### src/design/rvc_consts.svh
// ####################################################################
// Fixed widths and register numbers for the RVC decompressor.
// Include this in any file that needs them; the guard keeps repeat
// includes harmless.
// ####################################################################
`ifndef RVC_CONSTS_SVH
`define RVC_CONSTS_SVH

// full and compressed instruction widths
`define RVC_ILEN 32
`define RVC_CLEN 16

// architectural registers with a fixed role in the expansions
`define RVC_REG_ZERO 5'd0
`define RVC_REG_RA 5'd1
`define RVC_REG_SP 5'd2

// high bits that widen a 3-bit register to x8..x15
`define RVC_CREG_PREFIX 2'b01

// low bits of a word that is already 32-bit
`define RVC_QUAD_FULL 2'b11

`endif

### src/design/rvc_pkg.sv
// ####################################################################
// Shared types for the RVC decompressor: instruction vectors, the
// opcode and format enums and the decoded-fields struct that the
// quadrant decoders hand to the format encoder.
// ####################################################################
`include "rvc_consts.svh"

package rvc_pkg;

	typedef logic [`RVC_ILEN-1:0] instr_t;
	typedef logic [`RVC_CLEN-1:0] cinstr_t;
	typedef logic [4:0] reg_idx_t;
	typedef logic [2:0] creg_idx_t;
	typedef logic [2:0] funct3_t;
	typedef logic [6:0] funct7_t;
	// right aligned, I/S/B take the low 12 bits
	typedef logic [19:0] imm_t;

	// major opcodes, bits 6:2 of the full word
	typedef enum logic [4:0] {
		OPC_LOAD   = 5'b00000,
		OPC_OP_IMM = 5'b00100,
		OPC_STORE  = 5'b01000,
		OPC_OP     = 5'b01100,
		OPC_LUI    = 5'b01101,
		OPC_BRANCH = 5'b11000,
		OPC_JALR   = 5'b11001,
		OPC_JAL    = 5'b11011,
		OPC_SYSTEM = 5'b11100
	} opcode_e;

	typedef enum logic [2:0] {
		FMT_R,
		FMT_I,
		FMT_S,
		FMT_B,
		FMT_U,
		FMT_J
	} format_e;

	// one decoded instruction, not yet scattered into its format
	typedef struct packed {
		format_e format;
		opcode_e opcode;
		reg_idx_t rd;
		reg_idx_t rs1;
		reg_idx_t rs2;
		funct3_t funct3;
		funct7_t funct7;
		imm_t imm;
	} rv_fields_t;

endpackage

### src/design/rvc_quadrant0_decode.sv
// ####################################################################
// Quadrant 0 decoder (low bits 00): addi4spn, lw and sw.
// Combinational; the top level picks its result by the low bits.
// ####################################################################
`timescale 1ns/1ps
`include "rvc_consts.svh"

module rvc_quadrant0_decode (
	input  rvc_pkg::cinstr_t cinstr_i,
	output rvc_pkg::rv_fields_t fields_o,
	output logic illegal_o
);
	import rvc_pkg::*;

	creg_idx_t rs1_c;
	creg_idx_t rd_c;
	imm_t imm_word;
	imm_t imm_spn;

	// rs1' at 9:7, rd'/rs2' at 4:2
	assign rs1_c = cinstr_i[9:7];
	assign rd_c = cinstr_i[4:2];

	// word offset, zero extended and scaled by 4
	assign imm_word = {13'b0, cinstr_i[5], cinstr_i[12:10], cinstr_i[6], 2'b00};
	// nzuimm for addi4spn, also scaled by 4
	assign imm_spn = {10'b0, cinstr_i[10:7], cinstr_i[12:11], cinstr_i[5], cinstr_i[6], 2'b00};

	always_comb begin
		fields_o = '0;
		illegal_o = 1'b0;
		case (cinstr_i[15:13])
			// addi4spn, zero immediate is reserved
			3'b000: begin
				fields_o.format = FMT_I;
				fields_o.opcode = OPC_OP_IMM;
				fields_o.rd = {`RVC_CREG_PREFIX, rd_c};
				fields_o.rs1 = `RVC_REG_SP;
				fields_o.imm = imm_spn;
				illegal_o = ~|cinstr_i[12:5];
			end
			// lw
			3'b010: begin
				fields_o.format = FMT_I;
				fields_o.opcode = OPC_LOAD;
				fields_o.funct3 = 3'b010;
				fields_o.rd = {`RVC_CREG_PREFIX, rd_c};
				fields_o.rs1 = {`RVC_CREG_PREFIX, rs1_c};
				fields_o.imm = imm_word;
			end
			// sw
			3'b110: begin
				fields_o.format = FMT_S;
				fields_o.opcode = OPC_STORE;
				fields_o.funct3 = 3'b010;
				fields_o.rs1 = {`RVC_CREG_PREFIX, rs1_c};
				fields_o.rs2 = {`RVC_CREG_PREFIX, rd_c};
				fields_o.imm = imm_word;
			end
			// fp, rv64 and zcb load/store slots
			default: illegal_o = 1'b1;
		endcase
	end

endmodule

### src/design/rvc_quadrant1_decode.sv
// ####################################################################
// Quadrant 1 decoder (low bits 01): immediates, jal/j, branches,
// the register ALU forms and the Zcb ALU subset. Combinational.
// ####################################################################
`timescale 1ns/1ps
`include "rvc_consts.svh"

module rvc_quadrant1_decode (
	input  rvc_pkg::cinstr_t cinstr_i,
	output rvc_pkg::rv_fields_t fields_o,
	output logic illegal_o
);
	import rvc_pkg::*;

	reg_idx_t rd_full;
	creg_idx_t rd_c;
	creg_idx_t rs2_c;
	imm_t imm_6;
	imm_t imm_16sp;
	imm_t imm_jump;
	imm_t imm_branch;
	imm_t imm_shift;

	assign rd_full = cinstr_i[11:7];
	assign rd_c = cinstr_i[9:7];
	assign rs2_c = cinstr_i[4:2];

	// sign extended 6-bit immediate, also the lui upper bits
	assign imm_6 = {{14{cinstr_i[12]}}, cinstr_i[12], cinstr_i[6:2]};
	// stack adjust in units of 16
	assign imm_16sp = {{10{cinstr_i[12]}}, cinstr_i[12], cinstr_i[4:3], cinstr_i[5],
		cinstr_i[2], cinstr_i[6], 4'b0000};
	// jump offset bits 20:1
	assign imm_jump = {{9{cinstr_i[12]}}, cinstr_i[12], cinstr_i[8], cinstr_i[10:9],
		cinstr_i[6], cinstr_i[7], cinstr_i[2], cinstr_i[11], cinstr_i[5:3]};
	// branch offset bits 12:1
	assign imm_branch = {{12{cinstr_i[12]}}, cinstr_i[12], cinstr_i[6:5], cinstr_i[2],
		cinstr_i[11:10], cinstr_i[4:3]};
	// shamt with bit 10 picking srai
	assign imm_shift = {9'b0, cinstr_i[10], 4'b0000, cinstr_i[12], cinstr_i[6:2]};

	always_comb begin
		fields_o = '0;
		illegal_o = 1'b0;
		// defaults for the I form, the most common one here
		fields_o.format = FMT_I;
		fields_o.opcode = OPC_OP_IMM;
		fields_o.rd = {`RVC_CREG_PREFIX, rd_c};
		fields_o.rs1 = {`RVC_CREG_PREFIX, rd_c};
		fields_o.imm = imm_6;
		casez (cinstr_i[15:13])
			// addi and li, li reads x0
			3'b0?0: begin
				fields_o.rd = rd_full;
				fields_o.rs1 = cinstr_i[14] ? `RVC_REG_ZERO : rd_full;
			end
			// jal links to ra, j to x0
			3'b?01: begin
				fields_o.format = FMT_J;
				fields_o.opcode = OPC_JAL;
				fields_o.rd = cinstr_i[15] ? `RVC_REG_ZERO : `RVC_REG_RA;
				fields_o.imm = imm_jump;
			end
			// addi16sp when rd is sp, else lui
			3'b011: begin
				fields_o.rd = rd_full;
				fields_o.rs1 = rd_full;
				if (rd_full == `RVC_REG_SP) begin
					fields_o.imm = imm_16sp;
				end else begin
					fields_o.format = FMT_U;
					fields_o.opcode = OPC_LUI;
				end
			end
			3'b100: begin
				case (cinstr_i[11:10])
					// srli, srai
					2'b00, 2'b01: begin
						fields_o.funct3 = 3'b101;
						fields_o.imm = imm_shift;
					end
					// andi
					2'b10: fields_o.funct3 = 3'b111;
					default: begin
						casez ({cinstr_i[12], cinstr_i[6:5]})
							// sub, xor, or, and
							3'b0??: begin
								fields_o.format = FMT_R;
								fields_o.opcode = OPC_OP;
								fields_o.rs2 = {`RVC_CREG_PREFIX, rs2_c};
								fields_o.funct3 = {|cinstr_i[6:5], cinstr_i[6], &cinstr_i[6:5]};
								fields_o.funct7 = {1'b0, ~|cinstr_i[6:5], 5'b00000};
							end
							// zcb unary ops on rd'
							3'b111: begin
								casez (cinstr_i[4:2])
									// zext.b as andi 0xff
									3'b000: begin
										fields_o.funct3 = 3'b111;
										fields_o.imm = 20'h000ff;
									end
									// sext.b, sext.h
									3'b0?1: begin
										fields_o.funct3 = 3'b001;
										fields_o.imm = {8'b0, 11'b01100000010, cinstr_i[3]};
									end
									// zext.h
									3'b010: begin
										fields_o.format = FMT_R;
										fields_o.opcode = OPC_OP;
										fields_o.funct3 = 3'b100;
										fields_o.funct7 = 7'b0000100;
									end
									// not as xori -1
									3'b101: begin
										fields_o.funct3 = 3'b100;
										fields_o.imm = 20'h00fff;
									end
									default: illegal_o = 1'b1;
								endcase
							end
							// subw/addw and the reserved code
							default: illegal_o = 1'b1;
						endcase
					end
				endcase
			end
			// beqz, bnez against x0
			default: begin
				fields_o.format = FMT_B;
				fields_o.opcode = OPC_BRANCH;
				fields_o.rs2 = `RVC_REG_ZERO;
				fields_o.funct3 = {2'b00, cinstr_i[13]};
				fields_o.imm = imm_branch;
			end
		endcase
	end

endmodule

### src/design/rvc_quadrant2_decode.sv
// ####################################################################
// Quadrant 2 decoder (low bits 10): slli, lwsp, swsp and the
// jr/jalr/mv/add/ebreak group. Combinational.
// ####################################################################
`timescale 1ns/1ps
`include "rvc_consts.svh"

module rvc_quadrant2_decode (
	input  rvc_pkg::cinstr_t cinstr_i,
	output rvc_pkg::rv_fields_t fields_o,
	output logic illegal_o
);
	import rvc_pkg::*;

	reg_idx_t rd_full;
	reg_idx_t rs2_full;
	imm_t imm_shift;
	imm_t imm_lwsp;
	imm_t imm_swsp;

	assign rd_full = cinstr_i[11:7];
	assign rs2_full = cinstr_i[6:2];

	assign imm_shift = {14'b0, cinstr_i[12], cinstr_i[6:2]};
	// sp relative word offsets, zero extended
	assign imm_lwsp = {12'b0, cinstr_i[3:2], cinstr_i[12], cinstr_i[6:4], 2'b00};
	assign imm_swsp = {12'b0, cinstr_i[8:7], cinstr_i[12:9], 2'b00};

	always_comb begin
		fields_o = '0;
		illegal_o = 1'b0;
		case (cinstr_i[15:13])
			// slli
			3'b000: begin
				fields_o.format = FMT_I;
				fields_o.opcode = OPC_OP_IMM;
				fields_o.funct3 = 3'b001;
				fields_o.rd = rd_full;
				fields_o.rs1 = rd_full;
				fields_o.imm = imm_shift;
			end
			// lwsp
			3'b010: begin
				fields_o.format = FMT_I;
				fields_o.opcode = OPC_LOAD;
				fields_o.funct3 = 3'b010;
				fields_o.rd = rd_full;
				fields_o.rs1 = `RVC_REG_SP;
				fields_o.imm = imm_lwsp;
			end
			// split on nonzero rd and rs2
			3'b100: begin
				case ({|rd_full, |rs2_full})
					// jr / jalr, bit 12 selects the link
					2'b10: begin
						fields_o.format = FMT_I;
						fields_o.opcode = OPC_JALR;
						fields_o.rd = cinstr_i[12] ? `RVC_REG_RA : `RVC_REG_ZERO;
						fields_o.rs1 = rd_full;
					end
					// mv reads x0, add reads rd
					2'b11: begin
						fields_o.format = FMT_R;
						fields_o.opcode = OPC_OP;
						fields_o.rd = rd_full;
						fields_o.rs1 = cinstr_i[12] ? rd_full : `RVC_REG_ZERO;
						fields_o.rs2 = rs2_full;
					end
					// ebreak, bit 12 clear here is jr x0
					2'b00: begin
						fields_o.format = FMT_I;
						fields_o.opcode = OPC_SYSTEM;
						fields_o.imm = 20'h00001;
						illegal_o = ~cinstr_i[12];
					end
					default: illegal_o = 1'b1;
				endcase
			end
			// swsp
			3'b110: begin
				fields_o.format = FMT_S;
				fields_o.opcode = OPC_STORE;
				fields_o.funct3 = 3'b010;
				fields_o.rs1 = `RVC_REG_SP;
				fields_o.rs2 = rs2_full;
				fields_o.imm = imm_swsp;
			end
			// fp and rv64 sp forms
			default: illegal_o = 1'b1;
		endcase
	end

endmodule

### src/design/rvc_format_encoder.sv
// ####################################################################
// Scatters a decoded rv_fields_t into a 32-bit word by its format.
// Shared by all three quadrants behind the top level mux.
// ####################################################################
`timescale 1ns/1ps
`include "rvc_consts.svh"

module rvc_format_encoder (
	input  rvc_pkg::rv_fields_t fields_i,
	output rvc_pkg::instr_t instr_o
);
	import rvc_pkg::*;

	// everything above the two fixed low bits
	logic [`RVC_ILEN-1:2] body;
	imm_t imm;

	assign imm = fields_i.imm;

	always_comb begin
		case (fields_i.format)
			FMT_R: body = {fields_i.funct7, fields_i.rs2, fields_i.rs1, fields_i.funct3,
				fields_i.rd, fields_i.opcode};
			FMT_I: body = {imm[11:0], fields_i.rs1, fields_i.funct3,
				fields_i.rd, fields_i.opcode};
			FMT_S: body = {imm[11:5], fields_i.rs2, fields_i.rs1, fields_i.funct3,
				imm[4:0], fields_i.opcode};
			// imm holds offset 12:1
			FMT_B: body = {imm[11], imm[9:4], fields_i.rs2, fields_i.rs1, fields_i.funct3,
				imm[3:0], imm[10], fields_i.opcode};
			FMT_U: body = {imm, fields_i.rd, fields_i.opcode};
			// imm holds offset 20:1
			FMT_J: body = {imm[19], imm[9:0], imm[10], imm[18:11],
				fields_i.rd, fields_i.opcode};
			default: body = '0;
		endcase
	end

	assign instr_o = {body, `RVC_QUAD_FULL};

endmodule

### src/design/rvc_decompressor.sv
// ####################################################################
// RVC decompressor top level, RV32 only. Picks a quadrant decoder by
// the low two bits, passes full words through and registers the
// result once as the fetch-to-decode stage. valid_o follows valid_i
// by one cycle; there is no back-pressure.
// ####################################################################
`timescale 1ns/1ps
`include "rvc_consts.svh"

module rvc_decompressor (
	input  logic clk_i,
	input  logic reset_i,
	input  logic valid_i,
	input  rvc_pkg::instr_t instr_i,
	output logic valid_o,
	output rvc_pkg::instr_t instr_o,
	output logic is_compressed_o,
	output logic illegal_o
);
	import rvc_pkg::*;

	cinstr_t half;
	rv_fields_t q0_fields;
	rv_fields_t q1_fields;
	rv_fields_t q2_fields;
	rv_fields_t sel_fields;
	logic q0_illegal;
	logic q1_illegal;
	logic q2_illegal;
	logic sel_illegal;
	logic next_compressed;
	instr_t enc_instr;
	instr_t next_instr;

	// decoders only see the low half
	assign half = instr_i[`RVC_CLEN-1:0];

	rvc_quadrant0_decode u_q0 (
		.cinstr_i(half),
		.fields_o(q0_fields),
		.illegal_o(q0_illegal)
	);

	rvc_quadrant1_decode u_q1 (
		.cinstr_i(half),
		.fields_o(q1_fields),
		.illegal_o(q1_illegal)
	);

	rvc_quadrant2_decode u_q2 (
		.cinstr_i(half),
		.fields_o(q2_fields),
		.illegal_o(q2_illegal)
	);

	// quadrant select
	always_comb begin
		case (instr_i[1:0])
			2'b00: begin
				sel_fields = q0_fields;
				sel_illegal = q0_illegal;
			end
			2'b01: begin
				sel_fields = q1_fields;
				sel_illegal = q1_illegal;
			end
			2'b10: begin
				sel_fields = q2_fields;
				sel_illegal = q2_illegal;
			end
			// full word, encoder result is unused
			default: begin
				sel_fields = q0_fields;
				sel_illegal = 1'b0;
			end
		endcase
	end

	rvc_format_encoder u_enc (
		.fields_i(sel_fields),
		.instr_o(enc_instr)
	);

	assign next_compressed = instr_i[1:0] != `RVC_QUAD_FULL;
	assign next_instr = next_compressed ? enc_instr : instr_i;

	// fetch-to-decode register, data loads only on a strobe
	always_ff @(posedge clk_i) begin
		if (reset_i) begin
			valid_o <= 1'b0;
			instr_o <= '0;
			is_compressed_o <= 1'b0;
			illegal_o <= 1'b0;
		end else begin
			valid_o <= valid_i;
			if (valid_i) begin
				instr_o <= next_instr;
				is_compressed_o <= next_compressed;
				illegal_o <= next_compressed & sel_illegal;
			end
		end
	end

endmodule

### config.mk
export PLATFORM = sky130hd
export DESIGN_NAME = rvc_decompressor
export DESIGN_NICKNAME = d
export VERILOG_FILES = /design/src/design/rvc_pkg.sv /design/src/design/rvc_quadrant0_decode.sv /design/src/design/rvc_quadrant1_decode.sv /design/src/design/rvc_quadrant2_decode.sv /design/src/design/rvc_format_encoder.sv /design/src/design/rvc_decompressor.sv
export VERILOG_INCLUDE_DIRS = /design/src /design/src/design
export SDC_FILE = /design/constraint.sdc
export NUM_CORES = 1
export LEC_CHECK = 0
export BUFFER_PORTS_ARGS = -buffer_cell sky130_fd_sc_hd__buf_2
export CORE_MARGIN = 5
export CORE_UTILIZATION = 55
export CTS_CLUSTER_DIAMETER = 150
export DETAILED_ROUTE_END_ITERATION = 8
export GPL_TIMING_DRIVEN = 0
export PLACE_DENSITY = 0.76
export SETUP_SLACK_MARGIN = 0.5
export SYNTH_ARGS = -nofsm -noshare
export SYNTH_HDL_FRONTEND = slang
export SYNTH_HIERARCHICAL = 1
export SYNTH_SLANG_ARGS = --single-unit
### constraint.sdc
create_clock -name clk_i -period 5.9 [get_ports clk_i]
set_input_delay 0.59 -clock clk_i [delete_from_list [all_inputs] [get_ports clk_i]]
set_output_delay 0.59 -clock clk_i [all_outputs]
set_load 0.03 [all_outputs]
# After elaboration in Yosys (flattened, before gate mapping)
# Cells that the tools add are included.
[classes]
n_eq_ne = 22
muxes = 52
reduce_logical = 24
bitwise = 2
[ops]
columns = ["operator", "count"]
rows = [
  ["$pmux W30 S6", 1],
  ["$pmux W53 S2", 1],
  ["$pmux W20 S4", 1],
  ["$pmux W8 S4", 2],
  ["$pmux W10 S2", 3],
  ["$pmux W20 S3", 1],
  ["$pmux W20 S2", 1],
  ["$pmux W5 S2", 4],
  ["$mux W32", 1],
  ["$pmux W8 S2", 2],
  ["$pmux W7 S4", 1],
  ["$pmux W7 S3", 1],
  ["$mux W20", 1],
  ["$mux W5", 4],
  ["$eq A3 B3 Y1 const B", 6],
  ["$pmux W6 S3", 1],
  ["$mux W8", 2],
  ["$eq A3 B2 Y1 const B", 5],
  ["$pmux W5 S3", 1],
  ["$mux W7", 2],
  ["$reduce_or A2 Y1", 7],
  ["$mux W4", 3],
  ["$reduce_or A5 Y1", 2],
  ["$logic_not A3 Y1", 3],
  ["other kinds (24)", 44],
]
[totals]
reg_bits = 35
wordCells = 104
output_inout_bits = 35
in_bits = 35

# Logic depth before layout (Yosys ltp)
[logic_depth]
ltp_word = 10
ltp_mapped = 16
mapped_depth_nobuf = 13

# Modules after synthesis
# Netlist, hierarchy kept.
[by_module_without_submodules]
columns = ["mod", "area_each_um2", "instances", "cells_per_inst"]
rows = [
  ["rvc_decompressor", 2588.7, 1, 343],
  ["rvc_format_encoder", 890.9, 1, 110],
  ["rvc_quadrant1_decode", 870.8, 1, 148],
  ["rvc_quadrant2_decode", 681.9, 1, 104],
  ["rvc_quadrant0_decode", 430.4, 1, 61],
]

# Least setup slack after synthesis
# Ideal clock, no wire load.
[synth_timing]
path_kind = "input -> register"
start = "input instr_i[13]"
end = "register instr_o[28]"
arrival_time_ns = 2.953
slack_ns = 2.861
setup_time_ns = 0.086
stages = 15
t_required_ns = 5.814
cell_sequence = "buf_6 -> or3b_1 -> clkbuf_2 -> or3_4 -> o31ai_2 -> a21oi_1 -> a22oi_1 -> a21oi_1 -> buf_6 -> buf_12 -> buf_12 -> mux2i_1 -> a221oi_2 -> mux2i_1 -> a211oi_1"
[synth_lines]
columns = ["element", "line", "rtl"]
rows = [
  ["from (decl)", "rvc_decompressor.sv:14", "input rvc_pkg::instr_t instr_i,"],
  ["to (signal assigned)", "rvc_decompressor.sv:97", "instr_o <= next_instr;"],
  ["to (decl)", "rvc_decompressor.sv:16", "output rvc_pkg::instr_t instr_o,"],
]

==> summary.txt <==
STA
  – Setup violators final: 0
  – Final WS setup: 2060 ps
  – Fmax: 260 MHz
  – Crit share post-route: 65.1%
  – Slew headroom: 29.9%
  – RSZ-0062 raised after global routing: false
  – Final Critical Period: 3840 ps
  – Layout Skew: 0 ps
  – Slew Viols, Final: 0
  – Final hold slack: 482 ps
  – Fin. Hold Viols: 0
  – Final setup TNS: 0 ps
  – Slew @ Worst Pin: 1020 ps

Worst setup path
  – Nature of the critical path endpoint: flop
  – Reg-to-reg endpoint: instr_o[1]$_SDFFE_PP0P_
  – Req. time, crit path: 6080 ps
  – Critical-path cell list: buf_2 -> clkbuf_1 -> nor3_1 -> and2_1 -> o21ai_0 -> and2_1 -> buf_4 -> a22oi_1 -> a21oi_1 -> buf_6 -> buf_4 -> nand2_2 -> o2bb2ai_1 -> mux2i_1 -> a211oi_1
  – Buffer and inverter count on the worst path: 5
  – FF-to-FF setup slack: 5140 ps
  – Max Fanout on Critical Path: 10
  – RR Startpoint: instr_o[1]$_SDFFE_PP0P_
  – Cell family with most CP delay: buffers and inverters
  – Crit Path Class: primary input to flop
  – WP data arrival: 4020 ps
  – CP max-delay cell: clkbuf_1
  – CP Launch Type: primary input
  – Critical Path Max Stage Delay: 470 ps
  – Reg2reg path depth: 2

Clocking
  – Clock Latency Late Sink: 280 ps
  – Post_cts resized: 0
  – Sink Count: 35
  – CTS Hold Bufs: 0
  – CTS tree: done
  – TritonCTS buffer count: 5
  – Worst-path clk slew: 80 ps
  – Total setup buffers inserted after CTS: 0
  – CTS H-Tree Depth: 2
  – CTS root buffer: clkbuf_8
  – Clock tree buffer depth: 2

Yosys
  – Number of synthesized register bits: 35
  – EDFF count, synth: 0
  – Synth cell types: 73
  – Synth Cell Area: 5460 µm²
  – Synthesized instance count: 766
  – YS warnings: 6
  – Register area share after synthesis: 12.8%
  – Async S/R FF share, synth: 0%
  – Predominant post-synthesis flop cell: dfxtp_1
  – Mean Syn Cell Area: 7.13 µm²
  – Share of the synthesized area in the top cell type: 12.8%
  – Top cells by area, synth: dfxtp_1 13%, buf_4 9.6%, mux2i_1 9.0%
  – Yosys top cell by area: dfxtp_1

Drt
  – Final ANT Viol Nets: 0
  – Post-DR wirelength/cell: 19.2 µm
  – DR vias: 6,089
  – DRC violations left: 0
  – Wire length on met3: 1.65 mm
  – Initial DRC count: 755
  – Metal2 WL: 8.97 mm
  – Wl on met1: 8.48 mm
  – Detailed-route wire length: 19.7 mm
  – 1st-pass router iterations: 7
  – Top layer used by detailed routing: met4
  – Vias per inst: 5.92

GRT
  – Largest net degree at the start of global routing: 16
  – Antenna violations before repair: 0
  – GRT Residual Overflow: 0
  – Vias in the first global route: 5,720
  – First-pass GRT wire length: 30.3 mm
  – GRT Util Overall: 32.4%

Die
  – Die width: 110 µm
  – Die Footprint: 12,000 µm²
  – I/O pin count: 70
  – Initial core utilization: 56.1%
  – Core footprint: 9730 µm²
  – Die outline height: 110 µm
  – # rows: 36

Placement
  – Pre-CTS setup slack: 1980 ps
  – PortBufs: 67
  – HPWL after detailed placement: 15.1 mm
  – Final Wtd Congestion: 0.989
  – Placed insts: 1,020

Worst hold path
  – Worst Hold End: illegal_o$_SDFFE_PP0P_
  – Worst hold path class: flop to flop
  – WHS Path Cells: 2
  – Hold Crit Start: illegal_o$_SDFFE_PP0P_

Layout
  – Antenna Cells: 0
  – Final cell count without fillers: 1,028
  – Fin util: 64.5%
  – Nets@finish: 938
  – Layout cells sized above 1: 24.6%
  – # fillers: 924
  – Area Overhead vs Synth: 15.0%

Flow run
  – Maxcap violations: 0

Pwr
  – VDD IR max: 0.135 mV
  – Lkg Pwr: 2.83 nW
  – Pwr Density: 175 nW/µm²

Status
  – Status: complete, no violations
==> final cells by class <==
class	count	area [µm²]	area share, %
multi-input cells	630	3950	62.9
plain buffers	135	941	15.0
flip-flops and latches	35	701	11.2
repair buffers	67	335	5.34
well taps	133	166	2.65
inverters	20	75.1	1.20
clock buffers	5	68.8	1.10
clock inverters	3	43.8	0.697
==> state kept, by name, indices dropped and copies added, names as in the netlist <==
register and count:
instr_o 32, illegal_o 1, is_compressed_o 1, valid_o 1
==> stage by stage <==
stage | area, µm² | total power (W)
detailed placement | 6170 | 0.000870
floorplan | 5670 | 0.000708
global route | 6280 | 0.00116
finish | 6280 | 0.00110
global placement | 6170 | 0.000854
CTS | 6280 | 0.00108
==> synth_stat cells (3+ instances only) <==
library cell	number
nor2b_1	8
ha_1	9
mux2i_1	49
inv_1	18
a22oi_1	61
conb_1	4
a21o_1	5
buf_4	70
nand2b_1	9
o2bb2ai_1	15
clkbuf_1	19
and2_1	36
nor2_1	109
a211oi_1	37
o31ai_1	3
nand3_1	8
mux2_2	10
buf_2	31
and3_1	5
a21oi_1	92
nor3_1	9
buf_6	5
a22o_1	3
nand2_1	16
and2_2	4
o21ai_0	20
o22ai_1	3
a31oi_1	5
a221oi_1	3
a21boi_0	4
buf_12	5
dfxtp_1	35
nor4_1	3
==> how the worst max path moves through the flow <==
stage / cells after the start / slack, ps / end / start
3_5_place_dp: 15 / 1980 / instr_o[21]$_SDFFE_PP0P_ / instr_i[11]
4_1_cts: 15 / 2240 / instr_o[12]$_SDFFE_PP0P_ / instr_i[11]
2_1_floorplan: 15 / 2860 / instr_o[28]$_SDFFE_PP0P_ / instr_i[13]
5_1_grt: 15 / 1930 / instr_o[21]$_SDFFE_PP0P_ / instr_i[11]
6_report: 15 / 2060 / instr_o[12]$_SDFFE_PP0P_ / instr_i[11]
3_3_place_gp: 15 / 2030 / instr_o[2]$_SDFFE_PP0P_ / instr_i[11]
==> layer usage <==
metal	up-vias	GRT usage [%]
met5	-	0
met3	46	3.11
li1	2914	-
met4	0	9.08
met2	327	52.3
met1	2802	45.8
==> logic make-up after synthesis <==
kind of cell	synth area share, %
AO/OA/AOI/OAI	32.8
XOR/XNOR	0.160
adder cells (fa/ha/maj)	2.43
buffers and inverters	18.6
flip-flops	12.8
multiplexers	11.0
other	0.275
AND/OR/NAND/NOR	21.9
==> where the power goes <==
group | internal, W | switching, W | leakage (nW)
logic | 0.000240 | 0.000377 | 2.49
clock network | 0.000126 | 0.0000883 | 0.0581
registers | 0.000257 | 0.0000104 | 0.290
==> placed cells by master, fill, tap and decap left out, types with 3 or more instances in the layout <==
cell and count:
mux2_2 10, o2bb2ai_1 15, buf_4 70, a21o_1 5, buf_12 5, and2_1 36, inv_1 18, buf_2 98
a211oi_1 37, nor2_1 109, mux2i_1 49, o22ai_1 3, a31oi_1 5, and3_1 5, clkbuf_1 19, nor4_1 3
nand2_1 16, and2_2 4, buf_6 5, ha_1 9, a221oi_1 3, clkbuf_8 5, a22oi_1 61, a21oi_1 92
o21ai_0 20, nand2b_1 9, a22o_1 3, nor2b_1 8, a21boi_0 4, o31ai_1 3, nand3_1 8, dfxtp_1 35
conb_1 58, nor3_1 9
==> worst reg2reg max path, cell delays in order (launching register included) <==
cell and delay (ps):
dfxtp_1 330, nor2_1 50, a211oi_1 270
(Power assumes the default switching activity.)
